$ cat config.mk
export PLATFORM = sky130hd
export DESIGN_NAME = basicOps
export DESIGN_NICKNAME = d
export VERILOG_FILES = /design/src/rtl/basicOps.sv
export SDC_FILE = /design/constraint.sdc
export NUM_CORES = 2
export LEC_CHECK = 0
export ABC_CLOCK_PERIOD_IN_PS = 12600
export BUFFER_PORTS_ARGS = -buffer_cell sky130_fd_sc_hd__buf_2
export CAP_MARGIN = 20
export CORE_ASPECT_RATIO = 0.9
export CORE_MARGIN = 3
export CORE_UTILIZATION = 55
export DETAILED_ROUTE_END_ITERATION = 10
export PLACE_DENSITY = 0.84
export SYNTH_ARGS = -nofsm -noshare
export SYNTH_HDL_FRONTEND = slang
export SYNTH_SLANG_ARGS = --single-unit
$ cat constraint.sdc
create_clock -name vclk -period 12.6
set_input_delay 0 -clock vclk [all_inputs]
set_output_delay 0 -clock vclk [all_outputs]
set_load 0.02 [all_outputs]
$ cat src/rtl/basicOps.sv
`timescale 1ns/10ps

module basicOps
(
	input  logic signed [15:0] multA,
	input  logic signed [15:0] multB,
	output logic signed [15:0] multResult,
	input  logic signed [15:0] shrValue,
	input  logic signed [15:0] shrCount,
	output logic signed [15:0] shrResult,
	input  logic signed [15:0] subA,
	input  logic signed [15:0] subB,
	output logic signed [15:0] subResult,
	input  logic signed [15:0] lMultA,
	input  logic signed [15:0] lMultB,
	output logic signed [31:0] lMultResult,
	input  logic signed [15:0] addA,
	input  logic signed [15:0] addB,
	output logic signed [15:0] addResult,
	input  logic signed [31:0] lShrValue,
	input  logic signed [15:0] lShrCount,
	output logic signed [31:0] lShrResult
);
	logic signed [31:0] multProd;
	logic signed [31:0] lMultProd;
	logic signed [16:0] shrNeg;
	logic signed [16:0] lShrNeg;
	logic [4:0] shlAmt;
	logic [5:0] lShlAmt;

	function automatic logic signed [15:0] sat16(input logic signed [31:0] v);
		if (v > 32'sd32767)
			return 16'sh7fff;
		else if (v < -32'sd32768)
			return 16'sh8000;
		else
			return v[15:0];
	endfunction

	function automatic logic signed [31:0] sat32(input logic signed [63:0] v);
		if (v > 64'sh0000_0000_7fff_ffff)
			return 32'sh7fff_ffff;
		else if (v < -64'sh0000_0000_8000_0000)
			return 32'sh8000_0000;
		else
			return v[31:0];
	endfunction

	// Q15 multiply, only -1 * -1 can overflow
	assign multProd = multA * multB;
	assign multResult = sat16(multProd >>> 15);

	assign subResult = sat16(32'(subA) - 32'(subB));
	assign addResult = sat16(32'(addA) + 32'(addB));

	// Doubled product, 0x40000000 would wrap to the sign bit
	assign lMultProd = lMultA * lMultB;
	assign lMultResult = (lMultProd == 32'sh4000_0000) ? 32'sh7fff_ffff : (lMultProd <<< 1);

	// Negative count turns into a saturating left shift
	always_comb
	begin
		shrNeg = -17'(shrCount);
		shlAmt = (shrNeg > 17'sd16) ? 5'd16 : shrNeg[4:0];
		if (shrCount < 0)
			shrResult = sat16(32'(shrValue) <<< shlAmt);
		else if (shrCount > 16'sd15)
			shrResult = shrValue >>> 15;
		else
			shrResult = shrValue >>> shrCount[3:0];
	end

	always_comb
	begin
		lShrNeg = -17'(lShrCount);
		lShlAmt = (lShrNeg > 17'sd32) ? 6'd32 : lShrNeg[5:0];
		if (lShrCount < 0)
			lShrResult = sat32(64'(lShrValue) <<< lShlAmt);
		else if (lShrCount > 16'sd31)
			lShrResult = lShrValue >>> 31;
		else
			lShrResult = lShrValue >>> lShrCount[4:0];
	end

endmodule

==> impl_metrics.ini <==
[outcome]
status = finished clean

[worst_hold_path]
min-delay-start = subB[0]
hold_class = in2out

[floorplan]
ios = 336
fp-row-count = 82
die_h_um = 232
dieWidth_um = 257
initial_core_util_pct = 55.9
coreArea_um2 = 55900
die_area_um2 = 59700

[logic_synthesis]
yosys_warnings = 0
syn_inst = 4074
ys_types = 100
synth.area.top_cells = fa_1, inv_1, ha_1
yosysMostFrequentCell = inv_1
yosysSeqAreaShare_pct = 0
syn_area_per_cell_um2 = 7.67
synthTopCellsByCount = inv_1, nand2_1, fa_1
synthesis.area_um2 = 31200
synth_nets = 5004
yosys.area.top_type_share_pct = 33.6
yosysTopAreaCell = fa_1

[setup_path]
max_stage_delay_ns = 0.94
worstPathMaxFanout = 16
cpMostUsedCell = fa_1
crit_slowest_cell = nor4b_2
startpoint = lMultA[15]
arrival_ns = 9.09
critPathCaptureType = primary output
critPathRequiredTime_ns = 12.60
worstSetupPathType = in2out
cp-start-kind = input pin

[global_route]
antenna_found_initial = 5
grt.overflow.total = 0
grt_pass1_vias = 29788
grtUsageTotal_pct = 35.4
grt_pass1_wl_um = 169000
grt_max_degree = 73

[sta]
tightest_slew_ns = 1.29
slew_violations = 0
rsz0062_at_grt = false
post-route-period-util_pct = 72.2
setup_tns_ns = 0
final_hold_viol_count = 0
fin_crit_ns = 9.09
finalSetupViolCount = 0
fmax_mhz = 110
max_slew_margin_pct = 12.9

[placed_design]
hpwl_um = 86000
gp_congestion = 1.03
io_buffers = 336

[clock_network]
post_cts_buffers = 0
cts_resized = 0
holdBufCountCts = 0

[cells_and_area]
fin_util_pct = 59.4
regArea_um2 = 0
seq_cells = 0
areaGrowthSynthToFinish_pct = 6.36
drive_gt1_share_pct = 12.6
nets = 5141
n_clock_buffer = 0

[drt]
totalWireLength_um = 107000
drt-initial-drc-count = 3944
vias = 30740
first_pass_iters = 6
drtAntennaViolNets = 0
viasPerCell = 6.19
drc = 0
wire_per_inst_um = 21.5

[run]
maxCapViolations = 0
-- final timing paths --
kind                  cells past startpoint         endpoint  slack (ns)
worst max-delay path                     27  lMultResult[14]        3.51
worst min-delay path                      4     subResult[0]        0.43
-- metal layers --
metal  track usage (%)  share of wire [%]
met1              49.6                 40
met3              8.67                 12
met4              12.2                4.4
met2              53.5                 43
met5                 0             0.0094
-- worst max-delay path, delay by kind of cell --
kind            cells  cell delay (ns)
compound gates      1             0.80
xor+xnor            3             0.76
fa+ha+maj           6             3.53
buf+inv             6             1.02
simple gates       11             2.97
-- cell families (layout without fill, tap and decap cells) --
family,after synthesis,in the layout,share of synthesized area [%]
XOR/XNOR,101,101,2.88
AND/OR/NAND/NOR,1365,1365,21.1
other,0,4,0
buffers and inverters,912,1047,11.3
multiplexers,125,125,4.89
adder cells (fa/ha/maj),722,722,41.5
AO/OA/AOI/OAI,849,849,18.4
-- area by class of cell --
class,count,area (µm²)
repair buffers,369,1930
fillers,5078,22700
well taps,756,946
inverters,678,2540
multi-input cells,3162,27800
diodes,4,10.0
-- cells in the final DEF (no fill, tap or decap), types with 80 or more instances in the layout --
cell type,netlist,routed
nand2_1,538,538
o21ai_0,182,180
a21oi_1,217,217
nand3_1,80,80
fa_1,525,525
inv_1,676,676
nor2_1,227,226
ha_1,197,196
buf_2,20,335
and2_1,231,231
-- metrics by stage --
step / hold WS [ns] / cells / worst slack (ns) / cell area (µm²)
floorplan: 0.176 / 4074 / 4.66 / 31200
global placement: 0.379 / 4965 / 3.74 / 33200
detailed placement: 0.435 / 4965 / 3.52 / 33200
CTS: 0.430 / 4965 / 3.51 / 33200
global route: 0.476 / 4966 / 2.98 / 33200
finish: 0.427 / 4969 / 3.51 / 33200
Power is left out: the tool's default activity adds up to more than one toggle a clock period on the data nets, which glitch-free logic cannot reach.
