===== src/rtl/g729Pkg.sv =====
package g729Pkg;

	// Frame and memory geometry
	localparam int lpcOrder = 10;
	localparam int memAddrWidth = 7;
	localparam int blockWidth = 3;
	localparam int romAddrWidth = 7;

	// Constant ROM regions
	localparam logic [romAddrWidth-1:0] cosTableBase = 7'd0;
	localparam logic [romAddrWidth-1:0] slopeTableBase = 7'd64;

	// Lsf_lsp2 arithmetic constants
	localparam logic [15:0] freqScale = 16'd20861;
	localparam logic [15:0] offsetShift = 16'd8;
	localparam logic [15:0] slopeShift = 16'd13;
	localparam logic [15:0] maxIndex = 16'd63;

	// Conversion engine states
	localparam logic [2:0] stateIdle = 3'd0;
	localparam logic [2:0] stateScale = 3'd1;
	localparam logic [2:0] stateClamp = 3'd2;
	localparam logic [2:0] stateSlope = 3'd3;
	localparam logic [2:0] stateWrite = 3'd4;
	localparam logic [2:0] stateAdvance = 3'd5;

	//////////////////////////////////////////////////////////////////////////////
	// G.729 table2, cos(pi*k/64) in Q15
	//////////////////////////////////////////////////////////////////////////////
	localparam logic signed [15:0] cosTable [0:64] = '{
		32767,  32729,  32610,  32413,  32138,  31786,  31357,  30853,
		30274,  29622,  28899,  28106,  27246,  26320,  25330,  24279,
		23170,  22006,  20788,  19520,  18205,  16846,  15447,  14010,
		12540,  11039,   9512,   7962,   6393,   4808,   3212,   1608,
		    0,  -1608,  -3212,  -4808,  -6393,  -7962,  -9512, -11039,
		-12540, -14010, -15447, -16846, -18205, -19520, -20788, -22006,
		-23170, -24279, -25330, -26320, -27246, -28106, -28899, -29622,
		-30274, -30853, -31357, -31786, -32138, -32413, -32610, -32729,
		-32768
	};

	//////////////////////////////////////////////////////////////////////////////
	// G.729 slope_cos, segment slopes for the interpolation
	//////////////////////////////////////////////////////////////////////////////
	localparam logic signed [15:0] slopeTable [0:63] = '{
		  -632,  -1893,  -3150,  -4399,  -5638,  -6863,  -8072,  -9261,
		-10428, -11570, -12684, -13767, -14817, -15832, -16808, -17744,
		-18637, -19486, -20287, -21039, -21741, -22390, -22986, -23526,
		-24009, -24435, -24801, -25108, -25354, -25540, -25664, -25726,
		-25726, -25664, -25540, -25354, -25108, -24801, -24435, -24009,
		-23526, -22986, -22390, -21741, -21039, -20287, -19486, -18637,
		-17744, -16808, -15832, -14817, -13767, -12684, -11570, -10428,
		 -9261,  -8072,  -6863,  -5638,  -4399,  -3150,  -1893,   -632
	};

endpackage


===== src/rtl/scratchMem.sv =====
`timescale 1ns/10ps

module scratchMem
	import g729Pkg::*;
(
	input  logic clk,
	input  logic busy,
	input  logic [memAddrWidth-1:0] memReadAddr,
	output logic [31:0] memReadData,
	input  logic [memAddrWidth-1:0] memWriteAddr,
	input  logic [31:0] memWriteData,
	input  logic memWriteEn,
	input  logic [memAddrWidth-1:0] hostAddr,
	input  logic hostWriteEn,
	input  logic [31:0] hostWriteData,
	output logic [31:0] hostReadData
);
	logic [31:0] mem [0:(1 << memAddrWidth) - 1];
	logic [memAddrWidth-1:0] wrAddr;
	logic [31:0] wrData;
	logic wrEn;

	// Write side belongs to the engine while busy, host otherwise
	always_comb
	begin
		if (busy)
		begin
			wrAddr = memWriteAddr;
			wrData = memWriteData;
			wrEn = memWriteEn;
		end
		else
		begin
			wrAddr = hostAddr;
			wrData = hostWriteData;
			wrEn = hostWriteEn;
		end
	end

	// Engine read stays live so the first fetch can go out with start
	always_ff @(posedge clk)
	begin
		if (wrEn)
			mem[wrAddr] <= wrData;
		memReadData <= mem[memReadAddr];
		hostReadData <= mem[hostAddr];
	end

endmodule


===== config.mk =====
export PLATFORM = sky130hd
export DESIGN_NAME = scratchMem
export DESIGN_NICKNAME = d
export VERILOG_FILES = /design/src/rtl/g729Pkg.sv /design/src/rtl/scratchMem.sv
export SDC_FILE = /design/constraint.sdc
export NUM_CORES = 2
export LEC_CHECK = 0
export BUFFER_PORTS_ARGS = -buffer_cell sky130_fd_sc_hd__buf_2
export CORE_MARGIN = 5
export CORE_UTILIZATION = 40
export DETAILED_ROUTE_END_ITERATION = 12
export PLACE_DENSITY = 0.53
export SKIP_CTS_REPAIR_TIMING = 1
export SYNTH_ARGS = -nofsm -noshare
export SYNTH_HDL_FRONTEND = slang
export SYNTH_SLANG_ARGS = --single-unit

===== constraint.sdc =====
create_clock -name clk -period 12.5 [get_ports clk]
set_input_delay 1.875 -clock clk [delete_from_list [all_inputs] [get_ports clk]]
set_output_delay 1.875 -clock clk [all_outputs]
set_load 0.03 [all_outputs]

==> qor.txt <==
Status -> finished clean
Multi-input gate area -> 63500 um^2
GRT Total Usage -> 0.2685
Xor/xnor cell area share of the yosys netlist -> 0
CTS Sinks -> 4160
WP data arrival -> 6.28 ns
Number of port buffers -> 152
Sequential Area -> 124300 um^2
Core area -> 471400 um^2
Antenna violations before repair -> 57
Post-synthesis compound-gate area fraction -> 0.0005421
# nets final -> 8117
RePlAce Congestion -> 0.7995
Site row count -> 252
Root Buffer -> clkbuf_16
Initial DRC Count -> 14890
CTS H-tree lvls -> 5
Share of layout cells above drive strength 1 -> 0.4771
Routed vias -> 99460
Detail Route Antenna Nets -> 0
Total wire length -> 661600 um
Post-Layout Inst Area -> 213500 um^2
Fmax achieved -> 176.4 MHz
Crit-path max FO -> 47
Largest net degree at the start of global routing -> 127
Main synth FF type -> edfxtp_1
Chip width -> 697.9 um
Tightest Pin Transition -> 1.405 ns
DRC viols -> 0
Skew-Pair Late Insertion Delay -> 1.00 ns
Total number of yosys warnings -> 0
Total of max-cap violations -> 0
FFs w/ async S/R, synth -> 0
Hold Path Class -> flip-flop to flip-flop
CP max stage delay -> 1.26 ns
CP Class -> input pin to flip-flop
Cell Area, Synth -> 189300 um^2
Vias in the first global route -> 102100
Multiplexer share of the synthesized area -> 0.3257
Crit-path slowest cell -> nor2_4
Synth Area in Simple Gates -> 0.003490
Finished Layout Cells -> 14660
LEAKAGE -> 64.53 nW
Netlist cell types -> 21
Clock slew at reported path FFs -> 0.06 ns
CTS tree -> done
Largest family of logic cells by synthesized area -> multiplexers
CP Launch Type -> input pin
Crit path capture type -> flip-flop
Die area -> 487000 um^2
Placed Cells -> 13800
Post-synth EDFFs -> 4096
Sequential element share of the synthesized area -> 0.6566
WL/cell -> 45.15 um
Ports -> 153
Worst-path cell chain -> buf_2 -> inv_8 -> o32ai_1 -> nand2_1 -> nor2_4 -> buf_4
Commonest non-fill, non-tap cells in the layout -> edfxtp_1, mux4_2, clkbuf_16
RSZ-0062 raised after global routing -> no
Final setup viols -> 0
Synth Register Bits -> 4160
Initial Util -> 0.4015
Syn Nets -> 7844
First drt pass iteration count -> 5
Fin crit share -> 0.4535
Commonest non-fill, non-tap cell in the layout -> edfxtp_1
Fillers -> 38600
CTS buffer count -> 447
Avg Vias per Cell -> 6.786
GRT Residual Overflow -> 0
Peak VDD IR -> 0.0001280 V
Final Hold Vio Count -> 0
Min Tclk post-route -> 5.668 ns
Area after DPL -> 199000 um^2
Synthesis-to-finish area growth -> 12.81%
Crit path required time -> 13.11 ns
Cell Pwr Density -> 148.2 nW/um^2
Average cell area after synthesis -> 24.41 um^2
CTS Buffer Depth -> 4
Cell count after synthesis -> 7755
Rel. slew slack -> 0.06304
First-pass GRT wire length -> 894000 um
Setup TNS -> 0 ns
Die Y -> 697.9 um
Max Slew Vio Count -> 0
DP HPWL -> 363400 um
Max Clock Skew -> 0.03456 ns
Synth Area in Adders -> 0
## logic make-up (layout without fill, tap and decap cells)
logic type             count (synthesis)  after routing
and+or+nand+nor                      167            167
DFF                                 4160           4160
muxes                               2787           2787
AOI/OAI and AO/OA                     13             13
other                                  0             30
buffers and inverters                628           1276
## power breakdown
group	switching (W)	leakage, nW	total (W)	internal [W]
registers	0.000146	37.4	0.0157	0.0155
logic	0.00157	20.1	0.00267	0.00110
clock network	0.00565	7.07	0.0133	0.00763
total	0.00737	64.5	0.0316	0.0243
## cell usage after synthesis, drive strengths merged, types with 5 or more instances
| library cell | count | area (um^2) |
|---|---|---|
| nand2b | 5 | 31.28 |
| buf | 249 | 1156 |
| inv | 7 | 26.27 |
| nand3 | 10 | 50.05 |
| edfxtp | 4096 | 123000 |
| clkbuf | 371 | 1393 |
| mux4 | 2688 | 60540 |
| o32ai | 10 | 87.58 |
| dfxtp | 64 | 1281 |
| nand2 | 22 | 82.58 |
| nor2 | 128 | 480.5 |
| mux2 | 98 | 1104 |
## state kept, by name, indices dropped and copies added, names as in the netlist
signal,cells
mem,4096
memReadData,32
hostReadData,32
## final cells by class
class	count	area share
inverter	8	0.0002344
sequential	4160	0.5821
timing repair buffer	444	0.01599
clock inverter	254	0.01134
clock buffer	570	0.05619
antenna	30	0.0003516
tap	6223	0.03647
multi-input combinational	2967	0.2974
## layer usage
metal / share of wire / vias to the layer above / wire [um] / global-route usage
li1: - / 36200 / - / -
met1: 0.39 / 56300 / 258100 / 0.3733
met2: 0.47 / 5875 / 311800 / 0.4186
met3: 0.10 / 1063 / 66810 / 0.06608
met4: 0.038 / 24 / 24830 / 0.08872
met5: 0.00019 / - / 127 / 0
## critical path: cells and delay by family
kind,cells,cell delay [ns]
and+or+nand+nor,2,2.07
AOI/OAI and AO/OA,1,1.14
buffers and inverters,3,1.13
## worst paths after layout
path                               start                  endpoint  slack, ns  depth (start not counted)
hold reg to reg   mem[127][22]$_DFFE_PP_  hostReadData[22]$_DFF_P_       1.16                          4
hold / removal    mem[127][22]$_DFFE_PP_  hostReadData[22]$_DFF_P_       1.16                          4
setup / recovery             hostAddr[4]     mem[94][29]$_DFFE_PP_       6.83                          6
setup reg to reg    mem[37][6]$_DFFE_PP_   hostReadData[6]$_DFF_P_       9.91                          4
## metrics by stage
stage / hold slack [ns] / worst slack (ns) / total power, W / util
finish: 1.157 / 6.832 / 0.03164 / 0.4530
global route: 1.196 / 6.805 / 0.03252 / 0.4529
CTS: 1.155 / 7.026 / 0.03184 / 0.4528
detailed placement: 1.148 / 5.946 / 0.01865 / 0.4222
global placement: 1.149 / 5.941 / 0.01863 / 0.4222
floorplan: 1.094 / 6.988 / 0.01758 / -
Note: power is estimated with default switching activity, not from simulation.
