**src/rtl/g729Pkg.sv**
```systemverilog
package g729Pkg;

	// Frame and memory geometry
	localparam int lpcOrder = 10;
	localparam int memAddrWidth = 7;
	localparam int blockWidth = 3;
	localparam int romAddrWidth = 7;

	// Constant ROM regions
	localparam logic [romAddrWidth-1:0] cosTableBase = 7'd0;
	localparam logic [romAddrWidth-1:0] slopeTableBase = 7'd64;

	// Lsf_lsp2 arithmetic constants
	localparam logic [15:0] freqScale = 16'd20861;
	localparam logic [15:0] offsetShift = 16'd8;
	localparam logic [15:0] slopeShift = 16'd13;
	localparam logic [15:0] maxIndex = 16'd63;

	// Conversion engine states
	localparam logic [2:0] stateIdle = 3'd0;
	localparam logic [2:0] stateScale = 3'd1;
	localparam logic [2:0] stateClamp = 3'd2;
	localparam logic [2:0] stateSlope = 3'd3;
	localparam logic [2:0] stateWrite = 3'd4;
	localparam logic [2:0] stateAdvance = 3'd5;

	//////////////////////////////////////////////////////////////////////////////
	// G.729 table2, cos(pi*k/64) in Q15
	//////////////////////////////////////////////////////////////////////////////
	localparam logic signed [15:0] cosTable [0:64] = '{
		32767,  32729,  32610,  32413,  32138,  31786,  31357,  30853,
		30274,  29622,  28899,  28106,  27246,  26320,  25330,  24279,
		23170,  22006,  20788,  19520,  18205,  16846,  15447,  14010,
		12540,  11039,   9512,   7962,   6393,   4808,   3212,   1608,
		    0,  -1608,  -3212,  -4808,  -6393,  -7962,  -9512, -11039,
		-12540, -14010, -15447, -16846, -18205, -19520, -20788, -22006,
		-23170, -24279, -25330, -26320, -27246, -28106, -28899, -29622,
		-30274, -30853, -31357, -31786, -32138, -32413, -32610, -32729,
		-32768
	};

	//////////////////////////////////////////////////////////////////////////////
	// G.729 slope_cos, segment slopes for the interpolation
	//////////////////////////////////////////////////////////////////////////////
	localparam logic signed [15:0] slopeTable [0:63] = '{
		  -632,  -1893,  -3150,  -4399,  -5638,  -6863,  -8072,  -9261,
		-10428, -11570, -12684, -13767, -14817, -15832, -16808, -17744,
		-18637, -19486, -20287, -21039, -21741, -22390, -22986, -23526,
		-24009, -24435, -24801, -25108, -25354, -25540, -25664, -25726,
		-25726, -25664, -25540, -25354, -25108, -24801, -24435, -24009,
		-23526, -22986, -22390, -21741, -21039, -20287, -19486, -18637,
		-17744, -16808, -15832, -14817, -13767, -12684, -11570, -10428,
		 -9261,  -8072,  -6863,  -5638,  -4399,  -3150,  -1893,   -632
	};

endpackage

```
**src/rtl/lsfLspConvert.sv**
```systemverilog
`timescale 1ns/10ps

module lsfLspConvert
	import g729Pkg::*;
(
	input  logic clk,
	input  logic reset,
	input  logic start,
	input  logic [blockWidth-1:0] lsfBlock,
	input  logic [blockWidth-1:0] lspBlock,
	output logic [15:0] multA,
	output logic [15:0] multB,
	input  logic [15:0] multResult,
	output logic [15:0] shrValue,
	output logic [15:0] shrCount,
	input  logic [15:0] shrResult,
	output logic [15:0] subA,
	output logic [15:0] subB,
	input  logic [15:0] subResult,
	output logic [15:0] lMultA,
	output logic [15:0] lMultB,
	input  logic [31:0] lMultResult,
	output logic [15:0] addA,
	output logic [15:0] addB,
	input  logic [15:0] addResult,
	output logic [31:0] lShrValue,
	output logic [15:0] lShrCount,
	input  logic [31:0] lShrResult,
	output logic [romAddrWidth-1:0] romAddr,
	input  logic [15:0] romData,
	output logic [memAddrWidth-1:0] memReadAddr,
	input  logic [31:0] memReadData,
	output logic [memAddrWidth-1:0] memWriteAddr,
	output logic [31:0] memWriteData,
	output logic memWriteEn,
	output logic busy,
	output logic done
);
	logic [2:0] state, stateNext;
	logic [3:0] i, iNext;
	logic [15:0] ind, indNext;
	logic [15:0] offset, offsetNext;
	logic [31:0] lTemp, lTempNext;
	logic [15:0] clampedInd;

	////////////////////////////////////////////////////////////////////////////
	// Registers
	////////////////////////////////////////////////////////////////////////////
	always_ff @(posedge clk)
	begin
		if (reset)
		begin
			state <= stateIdle;
			i <= '0;
		end
		else
		begin
			state <= stateNext;
			i <= iNext;
		end
	end

	// Datapath values, only meaningful inside a coefficient
	always_ff @(posedge clk)
	begin
		ind <= indNext;
		offset <= offsetNext;
		lTemp <= lTempNext;
	end

	assign busy = (state != stateIdle);

	////////////////////////////////////////////////////////////////////////////
	// Next state and operator drive
	////////////////////////////////////////////////////////////////////////////
	always_comb
	begin
		stateNext = state;
		iNext = i;
		indNext = ind;
		offsetNext = offset;
		lTempNext = lTemp;
		clampedInd = ind;
		// Idle operators sit at zero
		multA = '0;
		multB = '0;
		shrValue = '0;
		shrCount = '0;
		subA = '0;
		subB = '0;
		lMultA = '0;
		lMultB = '0;
		addA = '0;
		addB = '0;
		lShrValue = '0;
		lShrCount = '0;
		romAddr = '0;
		memReadAddr = '0;
		memWriteAddr = '0;
		memWriteData = '0;
		memWriteEn = 1'b0;
		done = 1'b0;

		case (state)
			stateIdle:
			begin
				iNext = '0;
				memReadAddr = {lsfBlock, 4'd0};
				if (start)
					stateNext = stateScale;
			end

			// freq = mult(lsf, 20861), ind = shr(freq, 8), offset = freq & 0xff
			stateScale:
			begin
				if (i >= lpcOrder)
				begin
					done = 1'b1;
					iNext = '0;
					stateNext = stateIdle;
				end
				else
				begin
					multA = memReadData[15:0];
					multB = freqScale;
					shrValue = multResult;
					shrCount = offsetShift;
					indNext = shrResult;
					offsetNext = multResult & 16'h00ff;
					stateNext = stateClamp;
				end
			end

			// Clip the segment index at 63, fetch its slope
			stateClamp:
			begin
				subA = ind;
				subB = maxIndex;
				if (!subResult[15])
					clampedInd = maxIndex;
				indNext = clampedInd;
				romAddr = slopeTableBase + {1'b0, clampedInd[5:0]};
				stateNext = stateSlope;
			end

			stateSlope:
			begin
				lMultA = romData;
				lMultB = offset;
				lTempNext = lMultResult;
				romAddr = cosTableBase + {1'b0, ind[5:0]};
				stateNext = stateWrite;
			end

			// lsp = add(table2[ind], extract_l(L_shr(L_tmp, 13)))
			stateWrite:
			begin
				lShrValue = lTemp;
				lShrCount = slopeShift;
				addA = romData;
				addB = lShrResult[15:0];
				memWriteAddr = {lspBlock, i};
				memWriteData = {{16{addResult[15]}}, addResult};
				memWriteEn = 1'b1;
				stateNext = stateAdvance;
			end

			stateAdvance:
			begin
				addA = {12'd0, i};
				addB = 16'd1;
				iNext = addResult[3:0];
				memReadAddr = {lsfBlock, iNext};
				stateNext = stateScale;
			end

			default:
			begin
				stateNext = stateIdle;
			end
		endcase
	end

endmodule

```
**config.mk**
```make
export PLATFORM = sky130hd
export DESIGN_NAME = lsfLspConvert
export DESIGN_NICKNAME = d
export VERILOG_FILES = /design/src/rtl/g729Pkg.sv /design/src/rtl/lsfLspConvert.sv
export SDC_FILE = /design/constraint.sdc
export NUM_CORES = 1
export LEC_CHECK = 0
export BUFFER_PORTS_ARGS = -buffer_cell sky130_fd_sc_hd__buf_4
export CORE_AREA = 2 2 173 175
export DETAILED_ROUTE_END_ITERATION = 10
export DIE_AREA = 0 0 175 177
export GPL_ROUTABILITY_DRIVEN = 0
export GPL_TIMING_DRIVEN = 1
export SLEW_MARGIN = 30
export SYNTH_ARGS = -nofsm -noshare
export SYNTH_HDL_FRONTEND = slang
export SYNTH_SLANG_ARGS = --single-unit
export TNS_END_PERCENT = 30
```
**constraint.sdc**
```tcl
create_clock -name clk -period 2.48 [get_ports clk]
set_clock_uncertainty 0.1 [all_clocks]
set_input_delay 0.744 -clock clk [delete_from_list [all_inputs] [get_ports clk]]
set_output_delay 0.744 -clock clk [all_outputs]
set_load 0.01 [all_outputs]
```
==> reports/qor.txt <==
status: complete, but fails checks
violated checks: negative setup slack
CP Capture Type: output pin
Reg clk slew, reported paths: 70 ps
core area: 0.0292 mm^2
number of DRC markers in iteration 0: 89
Die Ht: 177 um
most common cell after layout, fill and taps aside: buf_4
most frequent cells in the layout: 319 x buf_4, 91 x and2_1, 58 x buf_6, 56 x edfxtp_1, 53 x conb_1
Seq/Total Area, Yosys: 0.441
post-layout net count: 950
largest net degree at the start of global routing: 41
die span in x: 175 um
vias in the first global route: 3,733
die area: 0.0310 mm^2
crit path kind: reg -> out
Yosys Warn Count: 0
CTS Sinks: 63
R2R Setup Slk: 500 ps
share of cells above drive strength 1: 0.617
Peak VDD IR: 0.225 mV
clk root buf: clkbuf_16
Inst Count DP: 1,116
clock tree buffer depth: 2
Placed Area: 0.00687 mm^2
mapped cell area: 0.00413 mm^2
Mapped Cells: 418
Top Ports: 449
post-synthesis async set-or-reset flop share: 0
Max Freq: 390 MHz
Synth cell types: 35
WHS Path Cells: 2
initial antenna violation count: 0
min-delay src: i[3]$_SDFFE_PP0P_
average wire per standard cell: 14.7 um
Post-Layout Cell Count: 1,160
worst hold path class: reg -> reg
GR Overflow Total: 0
CTS tree: yes
Pre-antenna DRT Iters: 4
Post-DRT Antenna Nets: 0
CP startpoint kind: flip-flop
setup ws final: -84.2 ps
fin crit share: 1.03
min Tclk post-route: 2560 ps
Critical R2R Capture: ind[8]$_DFFE_PP_
Hold-fix buffers, CTS: 0
final hold viol count: 0
Power Dens Cells: 437 mW/mm^2
DRC viols: 0
syn_area_per_cell: 9.89 um^2
hpwl dp: 11,300 um
WP data arrival: 1720 ps
final instance area: 0.00798 mm^2
RSZ-0062 raised after global routing: true
n_diodes: 0
detailed-route via count: 4,085
cts bufs inserted: 9
max-cap violations: 0
Leak: 3.91 nW
PortBufs: 348
r2r startpoint: state[1]$_SDFFE_PP0P_
Worst Path Max Fanout: 10
GRT Util Overall: 0.0946
Worst-Skew Late Latency: 340 ps
Worst Reg-to-Reg Cells: 4
P&R area growth vs syn: 93.0%
CP Data Required Time: 1640 ps
Detailed Route WL: 17,000 um
vias per std cell: 3.52
Starting Density: 0.141
#FFs+latches synth: 63
main flop type after synthesis: edfxtp_1
hold endpoint: i[3]$_SDFFE_PP0P_
htree depth: 3
max-slew violation count: 0
Rows: 63
first-pass GRT wire length: 22,100 um
final setup violation count: 42
Post-synth EDFFs: 56
## area by class of cell
| cell class | count | area, um^2 |
|---|---|---|
| fill | 3119 | 21300 |
| sequential | 63 | 1830 |
| tap | 390 | 488 |
| timing repair buffer | 397 | 3520 |
| clock buffer | 9 | 225 |
| clock inverter | 7 | 52.6 |
| inverter | 8 | 30.0 |
| multi-input combinational | 286 | 1830 |
## flip-flops by register name, summed over array words and instances (netlist names)
signal,cells
ind,16
lTemp,32
state,3
offset,8
i,4
## layer usage
| layer | wire length (um) | global-route usage | share of wire | up-vias |
|---|---|---|---|---|
| met1 | 6430 | 0.109 | 0.38 | 1898 |
| met2 | 9170 | 0.170 | 0.54 | 240 |
| met3 | 1220 | 0.0230 | 0.072 | 14 |
| li1 | - | - | - | 1933 |
| met4 | 227 | 0.0323 | 0.013 | 0 |
| met5 | 0 | 0 | 0 | - |
## report_power, final
| part | switching [W] | internal, W |
|---|---|---|
| registers | 0.0000272 | 0.00123 |
| logic | 0.000428 | 0.000573 |
| clock network | 0.000541 | 0.000688 |
## worst max path at each step
stage | startpoint | to | slack (ps) | cells past startpoint
after floorplan | state[1]$_SDFFE_PP0P_ | memWriteData[16] | 220 | 5
after global placement | state[0]$_SDFFE_PP0P_ | memReadAddr[5] | 210 | 5
after detailed placement | state[0]$_SDFFE_PP0P_ | memReadAddr[5] | 190 | 5
after CTS | state[1]$_SDFFE_PP0P_ | shrValue[10] | -70 | 5
after global routing | state[1]$_SDFFE_PP0P_ | shrValue[8] | -140 | 5
final | state[1]$_SDFFE_PP0P_ | shrValue[8] | -80 | 5
## cells in the mapped netlist (all sizes together), types with 3 or more instances
master,number,area (um^2)
nor2,6,30.0
and2,137,857
nor3b,3,33.8
and3,24,150
inv,8,30.0
a211oi,3,22.5
o21a,6,45.0
a22o,4,35.0
o21ai,16,80.1
buf,97,729
clkbuf,16,61.3
edfxtp,56,1680
a21oi,5,25.0
and2b,4,30.0
dfxtp,7,140
nor2b,9,56.3
## critical path, stage by stage, from the launching register on
cell and delay, ps:
dfxtp_4 360, buf_12 140, and3b_4 430, clkbuf_16 200, and2_4 140, buf_6 100
## cells by family after synthesis
group                  share of synthesized area
AND/OR/NAND/NOR                            0.299
other                                   0.000907
buffers and inverters                      0.199
AO/OA/AOI/OAI                             0.0606
flip-flops                                 0.441
## stage by stage
step / power, W / setup WS, ps / setup TNS [ps] / utilization / hold slack, ps
after detailed placement: 0.00205 / 187 / 0 / 0.235 / 452
after global routing: 0.00364 / -139 / -6540 / 0.273 / 457
after CTS: 0.00339 / -67.8 / -1880 / 0.256 / 424
after global placement: 0.00204 / 210 / 0 / 0.235 / 424
final: 0.00349 / -84.2 / -1930 / 0.273 / 439
after floorplan: 0.00169 / 218 / 0 / - / 373
## timing repair
action	CTS	global route
setup endpoints to repair	127	122
buffers inserted	7	7
pin swaps	5	34
resized for setup	42	84
cloned	6	8
(Power assumes the default switching activity.)
